==> config.mk <==
export PLATFORM = sky130hd
export DESIGN_NAME = inst_queue
export DESIGN_NICKNAME = d
export VERILOG_FILES = /design/src/source/rv_link_pkg.sv /design/src/source/inst_queue.sv
export VERILOG_INCLUDE_DIRS = /design/src /design/src/source
export SDC_FILE = /design/constraint.sdc
export NUM_CORES = 1
export LEC_CHECK = 0
export BUFFER_PORTS_ARGS = -buffer_cell sky130_fd_sc_hd__buf_2
export CAP_MARGIN = 40
export CORE_MARGIN = 2
export CORE_UTILIZATION = 30
export CTS_CLUSTER_DIAMETER = 100
export DETAILED_ROUTE_END_ITERATION = 10
export GPL_ROUTABILITY_DRIVEN = 0
export SETUP_SLACK_MARGIN = 0.4
export SYNTH_ARGS = -nofsm -noshare
export SYNTH_HDL_FRONTEND = slang
export SYNTH_SLANG_ARGS = --single-unit
==> constraint.sdc <==
create_clock -name clk -period 3.3 [get_ports clk]
set_input_delay 0 -clock clk [delete_from_list [all_inputs] [get_ports clk]]
set_output_delay 0 -clock clk [all_outputs]
set_load 0.005 [all_outputs]
==> src/source/rv_settings.svh <==
`ifndef RV_SETTINGS_SVH
`define RV_SETTINGS_SVH

// ----------------------------------------------------------------------
// datapath widths.
// ----------------------------------------------------------------------

// integer register and data width.
`define RV_XLEN 64

// instruction word width.
`define RV_INST_W 32

// ----------------------------------------------------------------------
// link sizing.
// ----------------------------------------------------------------------

// input fifo entries, equal to the producer's starting credits.
`define RV_QUEUE_DEPTH 4

// consumer buffer size, equal to the starting output credits.
`define RV_OUT_CREDITS 2

`endif

==> src/source/rv_link_pkg.sv <==
`include "rv_settings.svh"

package rv_link_pkg;

  // ----------------------------------------------------------------------
  // producer to unit.
  // ----------------------------------------------------------------------
  typedef struct packed {
    logic [`RV_XLEN-1:0]   pc;
    logic [`RV_INST_W-1:0] inst;
  } inst_pkt_t;

  // ----------------------------------------------------------------------
  // unit to consumer, one per instruction.
  // ----------------------------------------------------------------------
  typedef struct packed {
    logic [`RV_XLEN-1:0]   pc;
    logic [`RV_INST_W-1:0] inst;
    logic [4:0]            rd;
    logic                  wen;
    logic [`RV_XLEN-1:0]   value;
    logic [`RV_XLEN-1:0]   next_pc;
    logic                  illegal;
    logic                  ebreak;
  } retire_pkt_t;

endpackage

==> src/source/inst_queue.sv <==
`include "rv_settings.svh"

module inst_queue (
  input  logic                  clk,
  input  logic                  reset,
  input  logic                  in_valid,
  input  rv_link_pkg::inst_pkt_t in_pkt,
  input  logic                  pop,
  output logic                  head_valid,
  output rv_link_pkg::inst_pkt_t head_pkt,
  output logic                  in_credit
);

  localparam int PTR_W = $clog2(`RV_QUEUE_DEPTH);
  localparam int CNT_W = $clog2(`RV_QUEUE_DEPTH + 1);
  localparam logic [PTR_W-1:0] LAST = PTR_W'(`RV_QUEUE_DEPTH - 1);

  rv_link_pkg::inst_pkt_t mem [`RV_QUEUE_DEPTH];
  logic [PTR_W-1:0] wr_ptr;
  logic [PTR_W-1:0] rd_ptr;
  logic [CNT_W-1:0] count;

  assign head_valid = (count != '0);
  assign head_pkt   = mem[rd_ptr];

  // storage. producer credits guarantee a free slot.
  always_ff @(posedge clk) begin
    if (in_valid) begin
      mem[wr_ptr] <= in_pkt;
    end
  end

  // pointers and occupancy.
  always_ff @(posedge clk) begin
    if (reset) begin
      wr_ptr <= '0;
      rd_ptr <= '0;
      count  <= '0;
    end else begin
      if (in_valid) begin
        wr_ptr <= (wr_ptr == LAST) ? '0 : wr_ptr + 1'b1;
      end
      if (pop) begin
        rd_ptr <= (rd_ptr == LAST) ? '0 : rd_ptr + 1'b1;
      end
      count <= count + CNT_W'(in_valid) - CNT_W'(pop);
    end
  end

  // one credit back per entry freed.
  always_ff @(posedge clk) begin
    if (reset) begin
      in_credit <= 1'b0;
    end else begin
      in_credit <= pop;
    end
  end

endmodule

Word level (Yosys, flattened, before mapping)
Memory sizes are Yosys's and may differ from the RTL's. A register that Yosys moved wholly into a read port is not among the register bits. Cells that the tools add are included.

Input bits: 100. Bits in registers: 8. Memories: 1. Output and inout bits: 98. Memory bits (writable): 384. Word-level logic and storage cells: 18.

Reduce and logical (&&, ||, !) cells: 1. Add/subtract/negate cells: 4. Equal/unequal tests: 2. Multiplexer cells: 6.

Memories: mem (words 4, bits a word 96, read ports 1, clocked after memory_dff 1, write ports 1, line inst_queue.sv:18) `` rv_link_pkg::inst_pkt_t mem [`RV_QUEUE_DEPTH]; ``.

Operators with widths (number): $mux 2 (4); $add 2x1->2 const B (2); $eq 2x2->1 const B (2); $add 3x1->3 (1); $reduce_bool 3->1 (1); $sub 3x1->3 (1); $mux 1 (2).

Logic depth before layout (Yosys ltp)
Word-level depth: 4. Depth in mapped cells: 8. Gate-level depth less buffers: 8.

Worst setup path before layout
No wires, ideal clock.

Kind: register to register. Start point: register wr_ptr[0]. End point: memory mem[0][0] (netlist bit), enable pin. Data required time: 2835 ps. Path buffers: 0. Cell stages (with the launch flop): 4. Arrival: 2760 ps. Setup time: 465 ps. Clock period less this slack: 3225 ps. Path slack: 75 ps. Cell sequence: dfxtp_1 inv_1 ha_1 and2_1.

RTL lines: start, declared (line inst_queue.sv:19) `logic [PTR_W-1:0] wr_ptr;`; start signal, assigned (line inst_queue.sv:41) `wr_ptr <= (wr_ptr == LAST) ? '0 : wr_ptr + 1'b1;`; end, declared (line inst_queue.sv:18).

Straight into the memory's write port.

==> qor.yml <==
vdd_ir_drop_max_uv: 415.0
antenna_found_initial: 3
rsz0062_at_grt: "false"
period_share: 0.7398
synth-edff-count: 384
worst_slew_pin_slew_ps: 764.0
die_y_um: 222.5
async_flop_share: 0
cts-root-buf: "clkbuf_16"
wl_per_cell_um: 19.40
ys_ff_latch: 394
port_buffers: 197
drc_errors: 0
arrival_ps: 2440
crit_slowest_cell: "dfxtp_4"
grt_max_degree: 45
clockBufferDepth: 3
grt_pass1_vias: 7504
syn_inst: 545
dieArea_um2: 49520
grt_overflow_total: 0
drt_pass1_iterations: 4
worst_slack_ps: 858.7
place_area_um2: 16130
report.final.setup_viol: 0
max_freq_mhz: 409.6
synth_top_cell_by_area: "edfxtp_1"
hold_class: "in2reg"
clock-sinks: 394
crit_type: "reg2out"
skew_ps: 16.38
final_antenna_net_count: 0
critPathBufInv: 2
crit_family: "flip-flops"
hold_viol: 0
crit_fanout: 35
place_ws_ps: 1249
area_growth_pct: 29.07
grt_pass1_wl_mm: 44.86
period_minus_slack_ps: 2441
synthFlopType: "edfxtp_1"
fin_area_um2: 18490
drv_cap: 0
drv_slew: 0
max_slew_margin: 0.4907
drive_gt1_frac: 0.4099
p_per_area_nw_per_um2: 613.8
crit_chain: "buf_12 > mux4_2 > buf_2"
vias_per_cell: 4.455
cts_tree: "done"
intPower_mw: 8.967
drtIter0Drc: 407
worst_setup_path_end_kind: "output port"
outcome: "completed"
cp_data_required_time_ps: 3300
fillers: 4312
dp_hpwl_mm: 17.30
power_switching_mw: 2.383
grt_use_total: 0.1212
syn-mean-instance-area_um2: 26.29
start_util: 0.3020
seqPwrFrac: 0.510
timing.hold.ws_ps: 203.2
final_net_count: 989
max_stage_delay_ps: 740
clkPwrFrac: 0.407
synth_most_common_cell: "edfxtp_1"
io_pins: 198
cp-start-kind: "flop"
synth-seq-area-share: 0.8189
dieWidth_um: 222.5
synth_warnings: 0
rows: 80
synth_area_leaders: "edfxtp_1, mux4_2, dfxtp_1"
route.vias.total: 6794
clk_latency_ps: 550
tns_ps: 0
num_antenna_cells: 0
h-tree-depth: 2
clk_pin_slew_ps: 60
power_frac_comb: 0.083
p_total_mw: 11.35
synth_nets: 653
p_leak_nw: 6.238
syn-cell-area_um2: 14330
core-area_um2: 47450
synthTopCellsByCount: "edfxtp_1, mux4_2, buf_2"
p_sw_frac: 0.2100
cts-buffers-inserted: 44
netlist-cell-type-count: 20
synth_top_area_frac: 0.8049
postRouteWirelength_mm: 29.58
==> worst register-to-register path, stage by stage (launching register included) <==
cell and delay, ps:
dfxtp_1 330, inv_1 40, ha_1 260, inv_1 60, ha_1 130, inv_1 50
fa_1 500, nor2_1 40, dlygate4sd3_1 550
==> state kept, by name, summed over array words and instances (netlist names), named ones only <==
| register | cells |
|---|---|
| wr_ptr | 2 |
| in_credit | 1 |
| count | 3 |
| mem | 384 |
| rd_ptr | 2 |
==> routing by layer <==
layer / global-route usage / part of all wire
met2: 0.1981 / 0.48
met4: 0.03984 / 0.020
met5: 0 / 0.0016
met3: 0.03280 / 0.055
met1: 0.1572 / 0.44
==> area by class of cell <==
cell class                      count  area [um^2]  area share
Timing Repair Buffer              312         2187      0.1183
Multi-Input combinational cell    124         2421      0.1309
Clock buffer                       62         1230     0.06651
Tap cell                          615        769.5     0.04161
Inverter                            5        18.77    0.001015
Clock inverter                     13        126.4    0.006834
Sequential cell                   394        11740      0.6348
==> per-stage QoR <==
stage | std cells | util
after floorplan | 545 | -
after global placement | 1350 | 0.3401
after detailed placement | 1350 | 0.3401
after CTS | 1525 | 0.3897
after global routing | 1525 | 0.3897
final | 1525 | 0.3897
==> logic make-up after synthesis <==
logic type / count (synthesis) / share of synthesized area
and+or+nand+nor: 15 / 0.006201
adders and majority gates: 8 / 0.007511
AOI/OAI and AO/OA: 2 / 0.0006987
buffers and inverters: 27 / 0.01284
muxes: 98 / 0.1523
DFF: 394 / 0.8189
xor gates and xnor gates: 1 / 0.001572
==> final timing paths <==
path	slack (ps)	cells after the start	to	start
worst max register to register	1240	8	count[1]	count[0]
worst min register to register	510	2	flop	rd_ptr[0]
worst max-delay path	860	3	head_pkt[17]	flop
worst min-delay path	200	2	mem[3][33]	in_pkt[33]
==> power by group through the flow <==
stage	sequential [mW]	combinational [mW]	clock (mW)
detailed placement	5.90	0.861	0
finish	5.79	0.941	4.62
global route	5.81	1.03	4.96
CTS	5.80	0.967	4.77
global placement	5.89	0.854	0
floorplan	5.86	0.482	0
==> layout by cell type, fill, tap and decap left out <==
| cell type | netlist | routed |
|---|---|---|
| a21oi_1 | 2 | 2 |
| and2_4 | 0 | 4 |
| buf_12 | 1 | 7 |
| buf_2 | 11 | 197 |
| buf_4 | 0 | 8 |
| bufinv_16 | 0 | 2 |
| clkbuf_1 | 5 | 13 |
| clkbuf_16 | 0 | 45 |
| clkbuf_8 | 0 | 4 |
| clkinv_1 | 0 | 5 |
| clkinv_2 | 0 | 2 |
| clkinv_4 | 0 | 2 |
| dfxtp_1 | 10 | 8 |
| dfxtp_4 | 0 | 2 |
| dlygate4sd3_1 | 0 | 100 |
| edfxtp_1 | 384 | 384 |
| fa_1 | 1 | 1 |
| ha_1 | 7 | 7 |
| inv_1 | 5 | 5 |
| inv_6 | 0 | 1 |
| inv_8 | 0 | 1 |
| mux2i_1 | 2 | 2 |
| mux4_2 | 96 | 96 |
| nand2b_1 | 2 | 2 |
| nor2_1 | 4 | 4 |
| nor2b_1 | 2 | 2 |
| or3_1 | 1 | 1 |
| or3b_2 | 2 | 2 |
| xnor3_1 | 1 | 1 |
==> timing repair <==
| action | 4_1_cts | 5_1_grt |
|---|---|---|
| hold buffers | 100 | 0 |
| endpoints found under the hold margin | 394 | 0 |
| resized for setup | 0 | 0 |
| setup buffers | 0 | 0 |
(Power assumes the default switching activity.)
