===== src/source/rv_settings.svh =====
`ifndef RV_SETTINGS_SVH
`define RV_SETTINGS_SVH

// ----------------------------------------------------------------------
// datapath widths.
// ----------------------------------------------------------------------

// integer register and data width.
`define RV_XLEN 64

// instruction word width.
`define RV_INST_W 32

// ----------------------------------------------------------------------
// link sizing.
// ----------------------------------------------------------------------

// input fifo entries, equal to the producer's starting credits.
`define RV_QUEUE_DEPTH 4

// consumer buffer size, equal to the starting output credits.
`define RV_OUT_CREDITS 2

`endif


===== src/source/rv_isa_pkg.sv =====
`include "rv_settings.svh"

package rv_isa_pkg;

  // ----------------------------------------------------------------------
  // major opcodes, bits [6:0] of the instruction.
  // ----------------------------------------------------------------------
  typedef enum logic [6:0] {
    OP_IMM = 7'b0010011,
    OP     = 7'b0110011,
    LUI    = 7'b0110111,
    AUIPC  = 7'b0010111,
    JAL    = 7'b1101111,
    JALR   = 7'b1100111,
    BRANCH = 7'b1100011,
    SYSTEM = 7'b1110011,
    LOAD   = 7'b0000011,
    STORE  = 7'b0100011
  } opcode_e;

  // alu operations.
  // blt and bltu reuse slt and sltu.
  typedef enum logic [3:0] {
    ALU_ADD,
    ALU_SUB,
    ALU_SLT,
    ALU_SLTU,
    ALU_AND,
    ALU_OR,
    ALU_XOR,
    ALU_SLL,
    ALU_SRL,
    ALU_SRA,
    ALU_PASS_IMM,
    ALU_EQ,
    ALU_NE,
    ALU_GE,
    ALU_GEU
  } alu_op_e;

  // decoder output consumed by the execute stage.
  typedef struct packed {
    logic [4:0]          rd;
    logic [4:0]          rs1;
    logic [4:0]          rs2;
    logic [`RV_XLEN-1:0] imm;
    alu_op_e             alu_op;
    logic                need_imm;
    logic                reg_wen;
    logic                is_auipc;
    logic                is_jal;
    logic                is_jalr;
    logic                is_branch;
    logic                is_ebreak;
    logic                illegal;
  } decoded_t;

endpackage


===== src/source/decoder.sv =====
`include "rv_settings.svh"

module decoder (
  input  logic [`RV_INST_W-1:0] inst,
  output rv_isa_pkg::decoded_t  dec
);

  // ----------------------------------------------------------------------
  // instruction fields.
  // ----------------------------------------------------------------------
  logic [6:0]  opcode;
  logic [2:0]  funct3;
  logic [6:0]  funct7;
  logic [11:0] funct12;

  assign opcode  = inst[6:0];
  assign funct3  = inst[14:12];
  assign funct7  = inst[31:25];
  assign funct12 = inst[31:20];

  logic op_imm;
  logic op_op;
  logic op_lui;
  logic op_auipc;
  logic op_jal;
  logic op_jalr;
  logic op_branch;
  logic op_system;

  assign op_imm    = (opcode == rv_isa_pkg::OP_IMM);
  assign op_op     = (opcode == rv_isa_pkg::OP);
  assign op_lui    = (opcode == rv_isa_pkg::LUI);
  assign op_auipc  = (opcode == rv_isa_pkg::AUIPC);
  assign op_jal    = (opcode == rv_isa_pkg::JAL);
  assign op_jalr   = (opcode == rv_isa_pkg::JALR);
  assign op_branch = (opcode == rv_isa_pkg::BRANCH);
  assign op_system = (opcode == rv_isa_pkg::SYSTEM);

  // ----------------------------------------------------------------------
  // instruction terms.
  // ----------------------------------------------------------------------
  logic f7_zero;
  logic f7_alt;
  logic sh_zero;
  logic sh_alt;

  assign f7_zero = (funct7 == 7'b0000000);
  assign f7_alt  = (funct7 == 7'b0100000);
  // rv64 shift immediates carry a 6-bit shamt.
  assign sh_zero = (inst[31:26] == 6'b000000);
  assign sh_alt  = (inst[31:26] == 6'b010000);

  logic addi, slti, sltiu, andi, ori, xori, slli, srli, srai;
  logic add, sub, slt, sltu, and_r, or_r, xor_r, sll, srl, sra;
  logic beq, bne, blt, bge, bltu, bgeu;
  logic ebreak;
  logic legal;

  assign addi  = op_imm & (funct3 == 3'b000);
  assign slti  = op_imm & (funct3 == 3'b010);
  assign sltiu = op_imm & (funct3 == 3'b011);
  assign xori  = op_imm & (funct3 == 3'b100);
  assign ori   = op_imm & (funct3 == 3'b110);
  assign andi  = op_imm & (funct3 == 3'b111);
  assign slli  = op_imm & (funct3 == 3'b001) & sh_zero;
  assign srli  = op_imm & (funct3 == 3'b101) & sh_zero;
  assign srai  = op_imm & (funct3 == 3'b101) & sh_alt;

  assign add   = op_op & (funct3 == 3'b000) & f7_zero;
  assign sub   = op_op & (funct3 == 3'b000) & f7_alt;
  assign sll   = op_op & (funct3 == 3'b001) & f7_zero;
  assign slt   = op_op & (funct3 == 3'b010) & f7_zero;
  assign sltu  = op_op & (funct3 == 3'b011) & f7_zero;
  assign xor_r = op_op & (funct3 == 3'b100) & f7_zero;
  assign srl   = op_op & (funct3 == 3'b101) & f7_zero;
  assign sra   = op_op & (funct3 == 3'b101) & f7_alt;
  assign or_r  = op_op & (funct3 == 3'b110) & f7_zero;
  assign and_r = op_op & (funct3 == 3'b111) & f7_zero;

  assign beq   = op_branch & (funct3 == 3'b000);
  assign bne   = op_branch & (funct3 == 3'b001);
  assign blt   = op_branch & (funct3 == 3'b100);
  assign bge   = op_branch & (funct3 == 3'b101);
  assign bltu  = op_branch & (funct3 == 3'b110);
  assign bgeu  = op_branch & (funct3 == 3'b111);

  assign ebreak = op_system & (funct3 == 3'b000) & (funct12 == 12'b000000000001);

  // loads and stores are not in this list on purpose.
  assign legal = addi | slti | sltiu | andi | ori | xori | slli | srli | srai |
                 add | sub | slt | sltu | and_r | or_r | xor_r | sll | srl | sra |
                 op_lui | op_auipc | op_jal | op_jalr |
                 beq | bne | blt | bge | bltu | bgeu | ebreak;

  // ----------------------------------------------------------------------
  // immediate by format, r-type gets zero.
  // ----------------------------------------------------------------------
  logic [`RV_XLEN-1:0] imm_i;
  logic [`RV_XLEN-1:0] imm_u;
  logic [`RV_XLEN-1:0] imm_j;
  logic [`RV_XLEN-1:0] imm_b;

  assign imm_i = {{(`RV_XLEN-12){inst[31]}}, inst[31:20]};
  assign imm_u = {{(`RV_XLEN-32){inst[31]}}, inst[31:12], 12'b0};
  assign imm_j = {{(`RV_XLEN-21){inst[31]}}, inst[31], inst[19:12], inst[20],
                  inst[30:21], 1'b0};
  assign imm_b = {{(`RV_XLEN-13){inst[31]}}, inst[31], inst[7], inst[30:25],
                  inst[11:8], 1'b0};

  always_comb begin
    dec = '0;
    dec.rd  = inst[11:7];
    dec.rs1 = inst[19:15];
    dec.rs2 = inst[24:20];

    if (op_imm | op_jalr) begin
      dec.imm = imm_i;
    end else if (op_lui | op_auipc) begin
      dec.imm = imm_u;
    end else if (op_jal) begin
      dec.imm = imm_j;
    end else if (op_branch) begin
      dec.imm = imm_b;
    end

    // add covers auipc and the jumps too.
    if (sub)                       dec.alu_op = rv_isa_pkg::ALU_SUB;
    else if (slti | slt | blt)     dec.alu_op = rv_isa_pkg::ALU_SLT;
    else if (sltiu | sltu | bltu)  dec.alu_op = rv_isa_pkg::ALU_SLTU;
    else if (andi | and_r)         dec.alu_op = rv_isa_pkg::ALU_AND;
    else if (ori | or_r)           dec.alu_op = rv_isa_pkg::ALU_OR;
    else if (xori | xor_r)         dec.alu_op = rv_isa_pkg::ALU_XOR;
    else if (slli | sll)           dec.alu_op = rv_isa_pkg::ALU_SLL;
    else if (srli | srl)           dec.alu_op = rv_isa_pkg::ALU_SRL;
    else if (srai | sra)           dec.alu_op = rv_isa_pkg::ALU_SRA;
    else if (op_lui)               dec.alu_op = rv_isa_pkg::ALU_PASS_IMM;
    else if (beq)                  dec.alu_op = rv_isa_pkg::ALU_EQ;
    else if (bne)                  dec.alu_op = rv_isa_pkg::ALU_NE;
    else if (bge)                  dec.alu_op = rv_isa_pkg::ALU_GE;
    else if (bgeu)                 dec.alu_op = rv_isa_pkg::ALU_GEU;
    else                           dec.alu_op = rv_isa_pkg::ALU_ADD;

    dec.need_imm  = op_imm | op_lui | op_auipc | op_jal | op_jalr;
    dec.reg_wen   = (op_imm | op_lui | op_auipc | op_op | op_jal | op_jalr) & legal;
    dec.is_auipc  = op_auipc;
    dec.is_jal    = op_jal;
    dec.is_jalr   = op_jalr;
    dec.is_branch = op_branch & legal;
    dec.is_ebreak = ebreak;
    dec.illegal   = ~legal;
  end

endmodule


===== config.mk =====
export PLATFORM = sky130hd
export DESIGN_NAME = decoder
export DESIGN_NICKNAME = d
export VERILOG_FILES = /design/src/source/rv_isa_pkg.sv /design/src/source/decoder.sv
export VERILOG_INCLUDE_DIRS = /design/src /design/src/source
export SDC_FILE = /design/constraint.sdc
export NUM_CORES = 1
export LEC_CHECK = 0
export BUFFER_PORTS_ARGS = -buffer_cell sky130_fd_sc_hd__buf_2
export CAP_MARGIN = 5
export CORE_MARGIN = 2
export CORE_UTILIZATION = 35
export DETAILED_ROUTE_END_ITERATION = 10
export GPL_ROUTABILITY_DRIVEN = 0
export PLACE_DENSITY = 0.85
export SYNTH_ARGS = -nofsm -noshare
export SYNTH_HDL_FRONTEND = slang
export SYNTH_SLANG_ARGS = --single-unit

===== constraint.sdc =====
create_clock -name vclk -period 4.85
set_input_delay 1.455 -clock vclk [all_inputs]
set_output_delay 1.455 -clock vclk [all_outputs]
set_load 0.03 [all_outputs]

Word level (Yosys, flattened, before mapping):

Index checks and enable logic that the tools add are counted.

* logic and storage cells: 127
* output and inout port bits: 91
* register bits: 0

* bitwise logic cells: 88
* multiplexer cells: 18
* reduce and logical (&&, ||, !) cells: 3
* eq/ne operators: 18

Operators with widths (number)
* 64-bit 2-to-1 mux: 4
* 4-bit 2-to-1 mux: 14
* 1-bit OR: 48
* 1-bit AND: 39
* 7-bit == test, second input constant: 4
* 7-bit by 6-bit == test with 1-bit output, second input constant: 3
* 7-bit by 5-bit == test with 1-bit output, second input constant: 2
* 12-bit by 1-bit == test with 1-bit output, second input constant: 1
* 3-bit == test, second input constant: 4
* 7-bit zero test: 1
* 3-bit by 2-bit == test with 1-bit output, second input constant: 2
* 6-bit by 5-bit == test with 1-bit output, second input constant: 1
* 6-bit zero test: 1
* 3-bit by 1-bit == test with 1-bit output, second input constant: 1
* 3-bit zero test: 1
* 1-bit inverter: 1

Depth between registers and ports, before layout:

* word-level depth: 32
* gate-level depth with buffers: 8
* mapped depth without buffers: 5

Worst setup path after synthesis:

OpenSTA, ideal clock, no wires.

* path type: input port to output port
* start point: input port inst[5]
* end point: output port dec[44] (netlist bit)
* stages on the path: 7
* path buffers: 3
* data required time: 3395 ps
* slack: -50 ps
* arrival time: 3445 ps
* cells stage by stage: buf_6 or3b_4 o21ai_2 and3_1 buf_4 o21a_1 buf_4

RTL lines
* from (decl): RTL line decoder.sv:4 `` input logic [`RV_INST_W-1:0] inst, ``
* to (decl): RTL line decoder.sv:5 `output rv_isa_pkg::decoded_t dec`

==> flow_summary.ini <==
[floorplan]
die_area_mm2 = 0.00410
num_rows = 21
die_x_um = 64.1
initial_core_util_pct = 37.2
die_h_um = 64.1
io-pin-count = 123
core_area_mm2 = 0.00339

[layout]
fillCellCount = 357
seq_cells = 0
postLayoutCoreUtil_pct = 44.3
insertedDiodeCount = 0
area_delta_synth_final_pct = 18.8
seq_area_um2 = 0
drive_gt1_share_pct = 61.4
nClkBuffers = 0
final_cell_mix = buf_2 (123), nor2_1 (14), nand2_1 (11), a21o_2 (11)
nets = 285
final_common_cell = buf_2

[sta]
drv_slew = 0
tightest_slew_ps = 617
fmax_mhz = 214
tns_ps = 0
finalHoldViolations = 0
rsz0062_at_grt = no
period_minus_slack_ps = 4660
setup_viol = 0
maxSlewHeadroom_pct = 58.5
period_share_pct = 96.2

[critical_path]
required_ps = 3390
crit_path_start_kind = primary input
crit_top_cell = buf_2
worstPathArrival_ps = 3210
crit_type = in -> out
cp_max_fo = 33
crit_chain = buf_2 -> or3b_4 -> o21ai_2 -> and3_1 -> o21a_2 -> buf_2
crit_slowest_cell = o21a_2
slowest_delay_ps = 430
end_kind = output pin

[global_route]
grt_usage_pct = 16.6
grt_overflow = 0
grt_start_max_net_pins = 34
grt_pass1_vias = 1219
grt_first_pass_wirelength_um = 5720
antenna_found_initial = 0

[drt]
num_vias = 1469
totalWireLength_um = 3680
vias_per_cell = 4.95
drt_iter0_markers = 74
wl_per_cell_um = 12.4
wl_met2_um = 1690
wl_met3_um = 358
wl_met1_um = 1610
dr.pass1.iters = 4
drcViolationCount = 0
topRoutingLayerUsed = met4
route.antenna.remaining_nets = 0

[power_and_ir_drop]
leakage_nw = 1.02
ir_drop_mv = 0.0403
power_density_mw_per_mm2 = 69.3

[placed_design]
io_buffer_count = 123
dp_hpwl_um = 3090

[logic_synthesis]
synth.avg_cell_area_um2 = 6.72
yosysUniqueCellTypes = 47
syn_area_mm2 = 0.00126
synth_nets = 220
postSynthCellCount = 188
ys_seq_area_share_pct = 0
ys.warnings.count = 0

[worst_hold_path]
worstHoldPathType = in -> out
min_path_cells = 2

[run]
cap_violations = 0

[clock_tree]
cts_resized = 0
post-cts-setup-buffer-count = 0
cts_hold_buffers = 0

[outcome]
status = finished, final reports clean
layer usage:
layer  GRT usage, %  up-vias
met3           1.58        4
met4           1.36        0
met5              0        -
met1           22.7      638
li1               -      740
met2           29.2       87
metrics by stage:
step / area, um^2 / hold slack [ps] / std cells / total power [mW] / worst slack, ps
3_5_place_dp: 1500 / 3180 / 297 / 0.103 / 172
4_1_cts: 1500 / 3180 / 297 / 0.104 / 167
6_report: 1500 / 3170 / 297 / 0.104 / 186
3_3_place_gp: 1500 / 3180 / 297 / 0.102 / 213
5_1_grt: 1500 / 3180 / 297 / 0.111 / 0.596
2_1_floorplan: 1260 / 3040 / 188 / 0.0814 / 9.29
cell families (layout without fill, tap and decap cells):
| logic type | after synthesis | after routing | share of synthesized area (%) |
|---|---|---|---|
| buffers and inverters | 66 | 129 | 37.3 |
| muxes | 4 | 4 | 3.17 |
| AOI/OAI and AO/OA | 42 | 42 | 24.2 |
| and+or+nand+nor | 76 | 76 | 35.4 |
Yosys cell counts, drive strengths merged (2+ instances only):
cell	n	share of area, %
buf	59	35
nand4	3	1.5
and2	9	5.3
and3	4	2.1
nor2	14	4.2
clkbuf	4	1.2
mux2i	4	3.2
o21ai	6	2.7
nand2b	3	1.5
inv	3	0.89
a21oi	8	3.5
a21o	19	12
nand2	11	3.3
nand4b	2	1.4
nand3	8	3.2
or2	2	0.99
nor2b	2	0.99
nor3	8	3.6
where the power goes:
part | internal (mW) | switching [mW]
registers | 0 | 0
clock network | 0 | 0
logic | 0.0332 | 0.0708
total | 0.0332 | 0.0708
layout make-up:
class                      count  area (um^2)  share of cell area, %
inverter                       3         11.3                  0.751
multi-input combinational    122          793                   52.9
tap                           46         57.6                   3.84
timing repair buffer         126          638                   42.5
worst max-delay path, delay by kind of cell:
family	cells	cell delay (ps)
compound gates	2	580
simple gates	2	720
buf+inv	2	440
path summary, 6_finish.rpt:
check                start  endpoint
hold / removal    inst[15]   dec[81]
setup / recovery   inst[5]   dec[52]
Note: power is estimated with default switching activity, not from simulation.
