[config.mk]
export PLATFORM = sky130hd
export DESIGN_NAME = retire_port
export DESIGN_NICKNAME = d
export VERILOG_FILES = /design/src/source/rv_link_pkg.sv /design/src/source/retire_port.sv
export VERILOG_INCLUDE_DIRS = /design/src /design/src/source
export SDC_FILE = /design/constraint.sdc
export NUM_CORES = 1
export LEC_CHECK = 0
export ABC_AREA = 1
export BUFFER_PORTS_ARGS = -buffer_cell sky130_fd_sc_hd__buf_2
export CORE_AREA = 2 2 184 186
export DETAILED_ROUTE_END_ITERATION = 8
export DIE_AREA = 0 0 186 188
export PLACE_DENSITY = 0.8
export SLEW_MARGIN = 20
export SYNTH_ARGS = -nofsm -noshare
export SYNTH_HDL_FRONTEND = slang
export SYNTH_SLANG_ARGS = --single-unit
[constraint.sdc]
create_clock -name clk -period 14.8 [get_ports clk]
set_input_delay 2.96 -clock clk [delete_from_list [all_inputs] [get_ports clk]]
set_output_delay 2.96 -clock clk [all_outputs]
set_load 0.02 [all_outputs]
[src/source/rv_settings.svh]
`ifndef RV_SETTINGS_SVH
`define RV_SETTINGS_SVH

// ----------------------------------------------------------------------
// datapath widths.
// ----------------------------------------------------------------------

// integer register and data width.
`define RV_XLEN 64

// instruction word width.
`define RV_INST_W 32

// ----------------------------------------------------------------------
// link sizing.
// ----------------------------------------------------------------------

// input fifo entries, equal to the producer's starting credits.
`define RV_QUEUE_DEPTH 4

// consumer buffer size, equal to the starting output credits.
`define RV_OUT_CREDITS 2

`endif

[src/source/rv_link_pkg.sv]
`include "rv_settings.svh"

package rv_link_pkg;

  // ----------------------------------------------------------------------
  // producer to unit.
  // ----------------------------------------------------------------------
  typedef struct packed {
    logic [`RV_XLEN-1:0]   pc;
    logic [`RV_INST_W-1:0] inst;
  } inst_pkt_t;

  // ----------------------------------------------------------------------
  // unit to consumer, one per instruction.
  // ----------------------------------------------------------------------
  typedef struct packed {
    logic [`RV_XLEN-1:0]   pc;
    logic [`RV_INST_W-1:0] inst;
    logic [4:0]            rd;
    logic                  wen;
    logic [`RV_XLEN-1:0]   value;
    logic [`RV_XLEN-1:0]   next_pc;
    logic                  illegal;
    logic                  ebreak;
  } retire_pkt_t;

endpackage

[src/source/retire_port.sv]
`include "rv_settings.svh"

module retire_port (
  input  logic                     clk,
  input  logic                     reset,
  input  logic                     ret_valid,
  input  rv_link_pkg::retire_pkt_t ret_pkt,
  input  logic                     out_credit,
  output logic                     ret_ready,
  output logic                     out_valid,
  output rv_link_pkg::retire_pkt_t out_pkt
);

  localparam int CRED_W = $clog2(`RV_OUT_CREDITS + 1);

  rv_link_pkg::retire_pkt_t slots [2];
  logic              wr_ptr;
  logic              rd_ptr;
  logic [1:0]        count;
  logic [1:0]        count_next;
  logic [CRED_W-1:0] credits;
  logic              send;

  // ----------------------------------------------------------------------
  // send side.
  // ----------------------------------------------------------------------
  assign send      = (count != 2'd0) && (credits != '0);
  assign out_valid = send;
  assign out_pkt   = slots[rd_ptr];

  // a pop now lands here one edge after the record in flight.
  assign count_next = count + {1'b0, ret_valid} - {1'b0, send};
  assign ret_ready  = (count_next < 2'd2);

  always_ff @(posedge clk) begin
    if (ret_valid) begin
      slots[wr_ptr] <= ret_pkt;
    end
  end

  always_ff @(posedge clk) begin
    if (reset) begin
      wr_ptr  <= 1'b0;
      rd_ptr  <= 1'b0;
      count   <= 2'd0;
      credits <= CRED_W'(`RV_OUT_CREDITS);
    end else begin
      wr_ptr  <= wr_ptr ^ ret_valid;
      rd_ptr  <= rd_ptr ^ send;
      count   <= count_next;
      credits <= credits - CRED_W'(send) + CRED_W'(out_credit);
    end
  end

endmodule

## Yosys cells after proc, flatten, opt, wreduce, memory -nomap -nowiden

Memories as Yosys holds them, arrays and structs flattened. A register that Yosys moved wholly into a read port is not among the register bits.
Cells that the tools add are included.

- Reductions and logical operators: 3
- Add/subtract/negate cells: 4
- Bitwise logic cells: 2
- Mux-type cells: 3
- $lt $le $gt $ge: 1

Operators by type and width:

| operator | count |
|---|---|
| $add 2x1->2 | 2 |
| $reduce_bool 2->1 | 2 |
| $sub 2x1->2 | 2 |
| $mux 1 | 3 |
| $lt 2x2->1 const B | 1 |
| $xor 1x1->1 | 2 |
| $logic_and 1x1->1 | 1 |

- Input bits: 236
- RAM bits: 464
- Memories kept: 1
- Logic and storage cells: 18
- Register bits after elaboration: 6

Memories:

| name | words | bits a word | rd ports | clocked after Yosys merged registers in | write ports | RTL line | text |
|---|---|---|---|---|---|---|---|
| slots | 2 | 232 | 1 | 1 | 1 | retire_port.sv:16 | `rv_link_pkg::retire_pkt_t slots [2];` |

## Logic depth before layout (Yosys ltp)

Gate-level depths: netlist (run 1).

- Depth after elaboration: 4
- Depth in mapped cells: 8

## Least setup slack after synthesis (run 1)

Ideal clock, no wire load.

- Kind: input-to-reg
- From: in ret_valid
- To: mem slots[0][0] (netlist name) (enable)
- Arrival: 8.314 ns
- Slack: 5.863 ns
- Stages: 1
- Buffers on the path: 0
- Cells stage by stage: ha_1

- Cells in the longest elaborated chain, start to end: 2

RTL lines:

| element | RTL line | text |
|---|---|---|
| start: declaration | retire_port.sv:6 | `input logic ret_valid,` |
| $mux 1 | retire_port.sv:36 | `if (ret_valid) begin` |
| $mux 1 (not written as such) | retire_port.sv:37 | `slots[wr_ptr] <= ret_pkt;` |
| end: declaration | retire_port.sv:16 |  |

Every way passes these cells.

## Worst setup path after layout (run 1)

- From: in ret_valid
- To: out ret_ready

- Cells in the longest elaborated chain, start to end: 3

RTL lines:

| element | RTL line | text |
|---|---|---|
| $add 2x1->2 | retire_port.sv:32 | `assign count_next = count + {1'b0, ret_valid} - {1'b0, send};` |
| $sub 2x1->2 | retire_port.sv:32 |  |
| $lt 2x2->1 | retire_port.sv:33 | `assign ret_ready = (count_next < 2'd2);` |
| end: declaration | retire_port.sv:9 | `output logic ret_ready,` |

Every way passes these cells.

==> results of run 1 <==
## cell families (layout without fill, tap and decap cells)
family | Yosys count | in the layout | synth area share
simple gates | 715 | 715 | 0.1560
flops | 470 | 470 | 0.8147
buf+inv | 62 | 569 | 0.02495
compound gates | 5 | 5 | 0.001451
fa+ha+maj | 4 | 4 | 0.002902
other cells | 0 | 6 | 0
## registers in the layout (all words and copies together), names as in the netlist
signal and cells:
slots 464, count 2, credits 2, rd_ptr 1, wr_ptr 1
## area by class of cell
type                    instances  area (µm²)
flip-flops and latches        470       14060
fillers                      2318       11760
multi-input cells             724        2790
repair buffers                478        2415
clock buffers                  60        1297
well taps                     448       560.5
clock inverters                20       170.2
inverters                      11       46.29
diodes                          6       15.01
## stage by stage
step	cell area [µm²]	worst slack (ns)	cells	util
finish	21350	8.187	2217	0.6448
global placement	19870	8.165	2131	0.6000
global route	21340	8.115	2213	0.6445
detailed placement	19870	8.187	2131	0.6000
floorplan	17250	5.863	1256	-
CTS	21340	8.185	2211	0.6444
## worst reg2reg max path, delay by kind of cell, from the launching register on
kind / cells / cell delay [ns]
buffers and inverters: 3 / 1.75
flip-flops: 1 / 0.34
adder cells (fa/ha/maj): 1 / 0.57
## cells in the final DEF, fill, tap and decap left out, drive strengths merged
cell type    n
nand2      703
buf        478
edfxtp     464
clkbuf      60
clkinv      16
inv         12
nor2         7
diode        6
dfxtp        6
nand3        5
ha           4
o21ai        3
bufinv       3
a21oi        2
## worst paths after layout
path	cells past startpoint	startpoint	to	slack [ns]
setup / recovery	6	ret_valid	ret_ready	8.19
hold / removal	2	credits[1]	credits[1]	0.54
setup reg to reg	4	wr_ptr	slots[0][124]	11.69
hold reg to reg	2	credits[1]	credits[1]	0.54
## per-layer routing
metal  up-vias  track usage  wire length, µm
li1       5196            -                -
met1      5163       0.2313            13210
met2       486       0.3776            19710
met3        78      0.08079             4284
met4         8      0.07026             1043
met5         -            0               44
## where the power goes
| part | internal (µW) | switching (µW) |
|---|---|---|
| Clock | 666 | 459 |
| Sequential | 1560 | 32.0 |
| Combinational | 207 | 535 |
| Total | 2430 | 1030 |
==> summary.txt, run 1 <==
Run status
  – Status: finished, final reports clean

Routing
  – Starting DRC count in detailed routing: 608
  – TritonRoute pass-1 iters: 5
  – DR vias: approximately 11000
  – Routed WL: 38290 µm
  – Number of remaining DRC errors: 0
  – Vias per cell: 4.931
  – WL/cell: 17.27 µm
  – Post-route ant nets: 0

Floorplanning
  – Die Area: 34970 µm²
  – Die Y: 188 µm
  – Core area: 33110 µm²
  – Die width: around 190 µm
  – I/O pin count: 470
  – Initial Utilization: 0.5209
  – Placement Rows: 67

Synth
  – Largest cells by area after synthesis: edfxtp_1 (81%), nand2_1 (15%), buf_6 (1.3%)
  – Synth area leader: edfxtp_1
  – Number of synthesized flops with an enable pin: 464
  – Seq/Total Area, Yosys: 0.8147
  – Yosys cell types: 14
  – Mapped Cells: 1256
  – Syn avg cell area: between 10 and 15 µm²
  – Syn. warnings: 0
  – Asr flop ratio synth: 0
  – Synth Register Bits: between 400 and 500
  – Synth cell count leaders: nand2_1 (703), edfxtp_1 (464), buf_2 (27)
  – Top-area cell type share of the netlist area: 0.8078
  – Main flop type after synthesis: edfxtp_1
  – Mapped Area: 17250 µm²
  – Syn nets: 1496
  – Most common cell in the netlist: nand2_1

Setup path
  – WS Path Type: in2out
  – CP Launch Type: input port
  – Max incr delay on CP: 0.21 ns
  – CP Capture Type: primary output
  – Cell breakdown of the critical path: buf_2 -> ha_1 -> inv_1 -> nand2_1 -> nand2_1 -> buf_2
  – CP bufs+invs: 3
  – Crit-path slowest cell: ha_1
  – CP required: 11.84 ns
  – Worst Path Arrival: 3.65 ns
  – Max FO, Critical Path: 3
  – CP delay by family, top: buffers and inverters

STA
  – Fin Setup TNS: 0 ns
  – Ratio of final minimum period to clock period: 0.4468
  – Worst Skew: 0.01134 ns
  – Pins Over Slew Limit: 0
  – Slew @ Worst Pin: 1.127 ns
  – RSZ-0062 raised after global routing: false
  – Fmax: 151.2 MHz
  – Max_slew headroom: 0.2485
  – Fin crit period: between 6 and 7 ns
  – Final setup viols: 0
  – Final hold slack: 0.5390 ns
  – Endpoints failing hold: 0

Pwr
  – PD cells: 161.9 nW/µm²
  – Max IR drop VDD: 0.1242 mV
  – Pleak: 0.009170 µW
  – Power Total: 3457 µW

Layout
  – Nets: 1971
  – Share of cells above drive strength 1: 0.3091
  – Syn-to-layout area delta: 23.78%

Clock tree
  – Root Buffer: clkbuf_16
  – CTS tree: built
  – Clock Path Buffers: 3
  – TritonCTS Sinks: 470
  – CTS H-tree lvls: 2
  – Setup Fix Bufs, Post-CTS: 0
  – Clk slew on worst S/H paths: 0.06 ns
  – PostCTS Resize Cnt: 0
  – Clock buffer count from CTS: 46
  – CTS Hold Bufs: 0
  – Clk_lat worst skew: about 0.54 ns

Placed design
  – Routability cong.: approximately 0.85
  – Post-DP HPWL: approximately 25000 µm
  – Port Buffers: 469

Global routing
  – Vias in the first global route: approximately 11000
  – Gr usage total: 0.2123
  – Initial antenna violation count: 9
  – Global-route congestion overflow total: 0
  – Largest net degree at the start of global routing: 137
  – First-pass GRT wire length: 56770 µm

Job
  – Max-Cap Viols: 0

Worst hold path
  – Hold WC Path Type: reg2reg
No activity file was read; power rests on OpenSTA's default activity.
==> run 2: changes to the inputs <==
--- a/config.mk
+++ b/config.mk
@@ -8,10 +8,11 @@
 export LEC_CHECK = 0
 export ABC_AREA = 1
 export BUFFER_PORTS_ARGS = -buffer_cell sky130_fd_sc_hd__buf_2
-export CORE_AREA = 2 2 184 186
+export CORE_ASPECT_RATIO = 1.5
+export CORE_MARGIN = 2
+export CORE_UTILIZATION = 47
 export DETAILED_ROUTE_END_ITERATION = 8
-export DIE_AREA = 0 0 186 188
-export PLACE_DENSITY = 0.8
+export PLACE_DENSITY = 0.76
 export SLEW_MARGIN = 20
 export SYNTH_ARGS = -nofsm -noshare
 export SYNTH_HDL_FRONTEND = slang
==> constraint.sdc (replaced) <==
create_clock -name clk -period 6.05 [get_ports clk]
set_input_delay 1.21 -clock clk [delete_from_list [all_inputs] [get_ports clk]]
set_output_delay 1.21 -clock clk [all_outputs]
set_load 0.02 [all_outputs]
==> run 2 against run 1 <==
Against the previous run: die area rose by 9.5%; critical path type is now reg2out; global-route usage down 1.1 points; clock skew grew 0.0039 ns; combinational power increased by 150%; register-to-register slack got worse by 7.8 ns; critical endpoint is now out_pkt[196].
==> summary.txt, run 2 (synthesized netlist as in run 1, its figures left out) <==
Run status
  – Status: finished, final reports clean

Worst hold path
  – Hold WC Path Type: reg2reg

Clock tree
  – Root Buffer: clkbuf_16
  – CTS H-tree lvls: 2 (unchanged)
  – PostCTS Resize Cnt: 0 (unchanged)
  – Clk_lat worst skew: 0.53 ns (about the same)
  – Clk slew on worst S/H paths: 0.07 ns (about the same)
  – Clock buffer count from CTS: 42 (-8.7%)
  – TritonCTS Sinks: 470 (unchanged)
  – CTS tree: built
  – CTS Hold Bufs: 0 (unchanged)
  – Clock Path Buffers: 3 (unchanged)
  – Setup Fix Bufs, Post-CTS: 0 (unchanged)

Setup path
  – Max FO, Critical Path: 215 (+212)
  – CP Capture Type: primary output
  – Cell breakdown of the critical path: buf_12 -> nand2_1 -> nand2_1 -> buf_2
  – Max incr delay on CP: 0.51 ns (+0.30 ns)
  – CP Launch Type: flip-flop
  – CP delay by family, top: buffers and inverters
  – Worst Path Arrival: 2.60 ns (-1.05 ns)
  – CP required: 4.84 ns (-7.00 ns)
  – FF-to-FF setup slack: 3.92 ns (-7.77 ns)
  – CP bufs+invs: 2 (-1)
  – Crit-path slowest cell: dfxtp_4
  – WS Path Type: reg2out
  – Most used cell, CP: nand2_1

Floorplanning
  – Die Area: 38280 µm² (+9.5%)
  – I/O pin count: 470 (unchanged)
  – Core area: 36050 µm² (+8.9%)
  – Die width: 160.4 µm (-14%)
  – Initial Utilization: 0.4784 (-0.04248)
  – Die Y: 238.6 µm (+27%)
  – Placement Rows: 85 (+27%)

STA
  – RSZ-0062 raised after global routing: false
  – Fin Setup TNS: 0 ns (unchanged)
  – Endpoints failing hold: 0 (unchanged)
  – Worst Skew: 0.01521 ns (+0.003874 ns)
  – Slew @ Worst Pin: 1.316 ns (+0.1885 ns)
  – Final hold slack: 0.5384 ns (-0.0005780 ns)
  – Fmax: 262.4 MHz
  – Final setup viols: 0 (unchanged)
  – Fin crit period: 3.812 ns
  – Ratio of final minimum period to clock period: 0.6300
  – Pins Over Slew Limit: 0 (unchanged)
  – Max_slew headroom: 0.1228 (-0.1257)

Pwr
  – PD cells: 389.3 nW/µm² (+140%)
  – Internal power: 5818 µW (+140%)
  – Max IR drop VDD: 0.2768 mV (+120%)
  – Clock share of power: 0.315 (-0.011)
  – Gate power share: 0.220 (+0.006)
  – Sequential share of power: 0.465 (+0.005)
  – Pleak: 0.009123 µW (-0.51%)
  – Sw Share: 0.3007 (+0.003901)
  – NetSw: 2501 µW (+140%)

Routing
  – Post-route ant nets: 0 (unchanged)
  – Starting DRC count in detailed routing: 876 (+44%)
  – Routed WL: 39650 µm (+3.6%)
  – WL/cell: 17.63 µm (+2.1%)
  – DR vias: 10970 (+0.36%)
  – Number of remaining DRC errors: 0 (unchanged)
  – Vias per cell: 4.878 (-1.1%)
  – TritonRoute pass-1 iters: 5 (unchanged)

Global routing
  – First-pass GRT wire length: 59250 µm (+4.4%)
  – Global-route congestion overflow total: 0 (unchanged)
  – Gr usage total: 0.2012 (-0.01118)
  – Initial antenna violation count: 19 (+10)
  – Vias in the first global route: 10999 (+1.1%)
  – Largest net degree at the start of global routing: 216 (+58%)

Layout
  – Syn-to-layout area delta: 23.89% (about the same)
  – Biggest register: slots
  – Nets: 1965 (-0.30%)
  – # fillers: 2787 (+20%)
  – Most frequent cells in the layout: nand2_1 (703), buf_2 (469), edfxtp_1 (464)
  – Top Registers: slots x464, count x2, credits x2
  – Largest register FFs: 464 (unchanged)
  – Commonest non-fill, non-tap cell in the layout: nand2_1
  – Share of cells above drive strength 1: 0.3093 (about the same)

Job
  – Max-Cap Viols: 0 (unchanged)

Placed design
  – Post-DP HPWL: 25860 µm (+3.6%)
  – Routability cong.: 0.8865 (+4.4%)
  – Port Buffers: 469 (unchanged)
## run 2: cell types whose count changed in the layout (fill, tap and decap cells not counted), sizes merged
| cell | delta |
|---|---|
| buf | -2 |
| clkinvlp | +4 |
| clkbuf | -8 |
| diode | +6 |
| clkinv | +2 |
## run 2: area by class of cell
cell class | instances | area (µm²) | share of cell area
flip-flops and latches | 470 | 14060 | 0.6578
well taps | 478 | 598.1 | 0.02799
multi-input cells | 724 | 2790 | 0.1306
repair buffers | 476 | 2475 | 0.1158
clock buffers | 52 | 1152 | 0.05392
diodes | 12 | 30.03 | 0.001405
clock inverters | 26 | 221.5 | 0.01036
inverters | 11 | 46.29 | 0.002166
## run 2: worst paths after layout
path / startpoint / to / cells after the start
min reg2reg: credits[1] / credits[1] / 2
max: rd_ptr / out_pkt[196] / 4
min: credits[1] / credits[1] / 2
max reg2reg: wr_ptr / slots[1][6] / 2
## run 2: tightest hold or removal path, stage by stage (launching register included)
cell,delay [ns]
dfxtp_1,0.34
nand3_1,0.09
nand3_1,0.06
## run 2: metrics by stage
stage / util / instance area (µm²) / instances / worst slack, ns / power [µW]
after detailed placement: 0.5538 / 19970 / 2159 / 2.878 / 5779
after CTS: 0.5919 / 21340 / 2237 / 2.310 / 8393
final: 0.5927 / 21370 / 2249 / 2.238 / 8319
after global routing: 0.5927 / 21370 / 2248 / 2.170 / 8665
after floorplan: - / 17250 / 1256 / 1.433 / 5151
after global placement: 0.5538 / 19970 / 2159 / 2.886 / 5746
## run 2: metal layers
layer | part of all wire | GRT usage
met1 | 0.34 | 0.2266
met3 | 0.071 | 0.04667
met4 | 0.043 | 0.09528
met2 | 0.54 | 0.3608
met5 | 0.0020 | 0
## run 2: power groups by stage
stage / Sequential, µW / Clock [µW] / Combinational [µW]
floorplan: 3930 / 0 / 1220
global placement: 3930 / 0 / 1820
detailed placement: 3940 / 0 / 1840
CTS: 3870 / 2670 / 1850
global route: 3890 / 2790 / 1990
finish: 3870 / 2620 / 1830
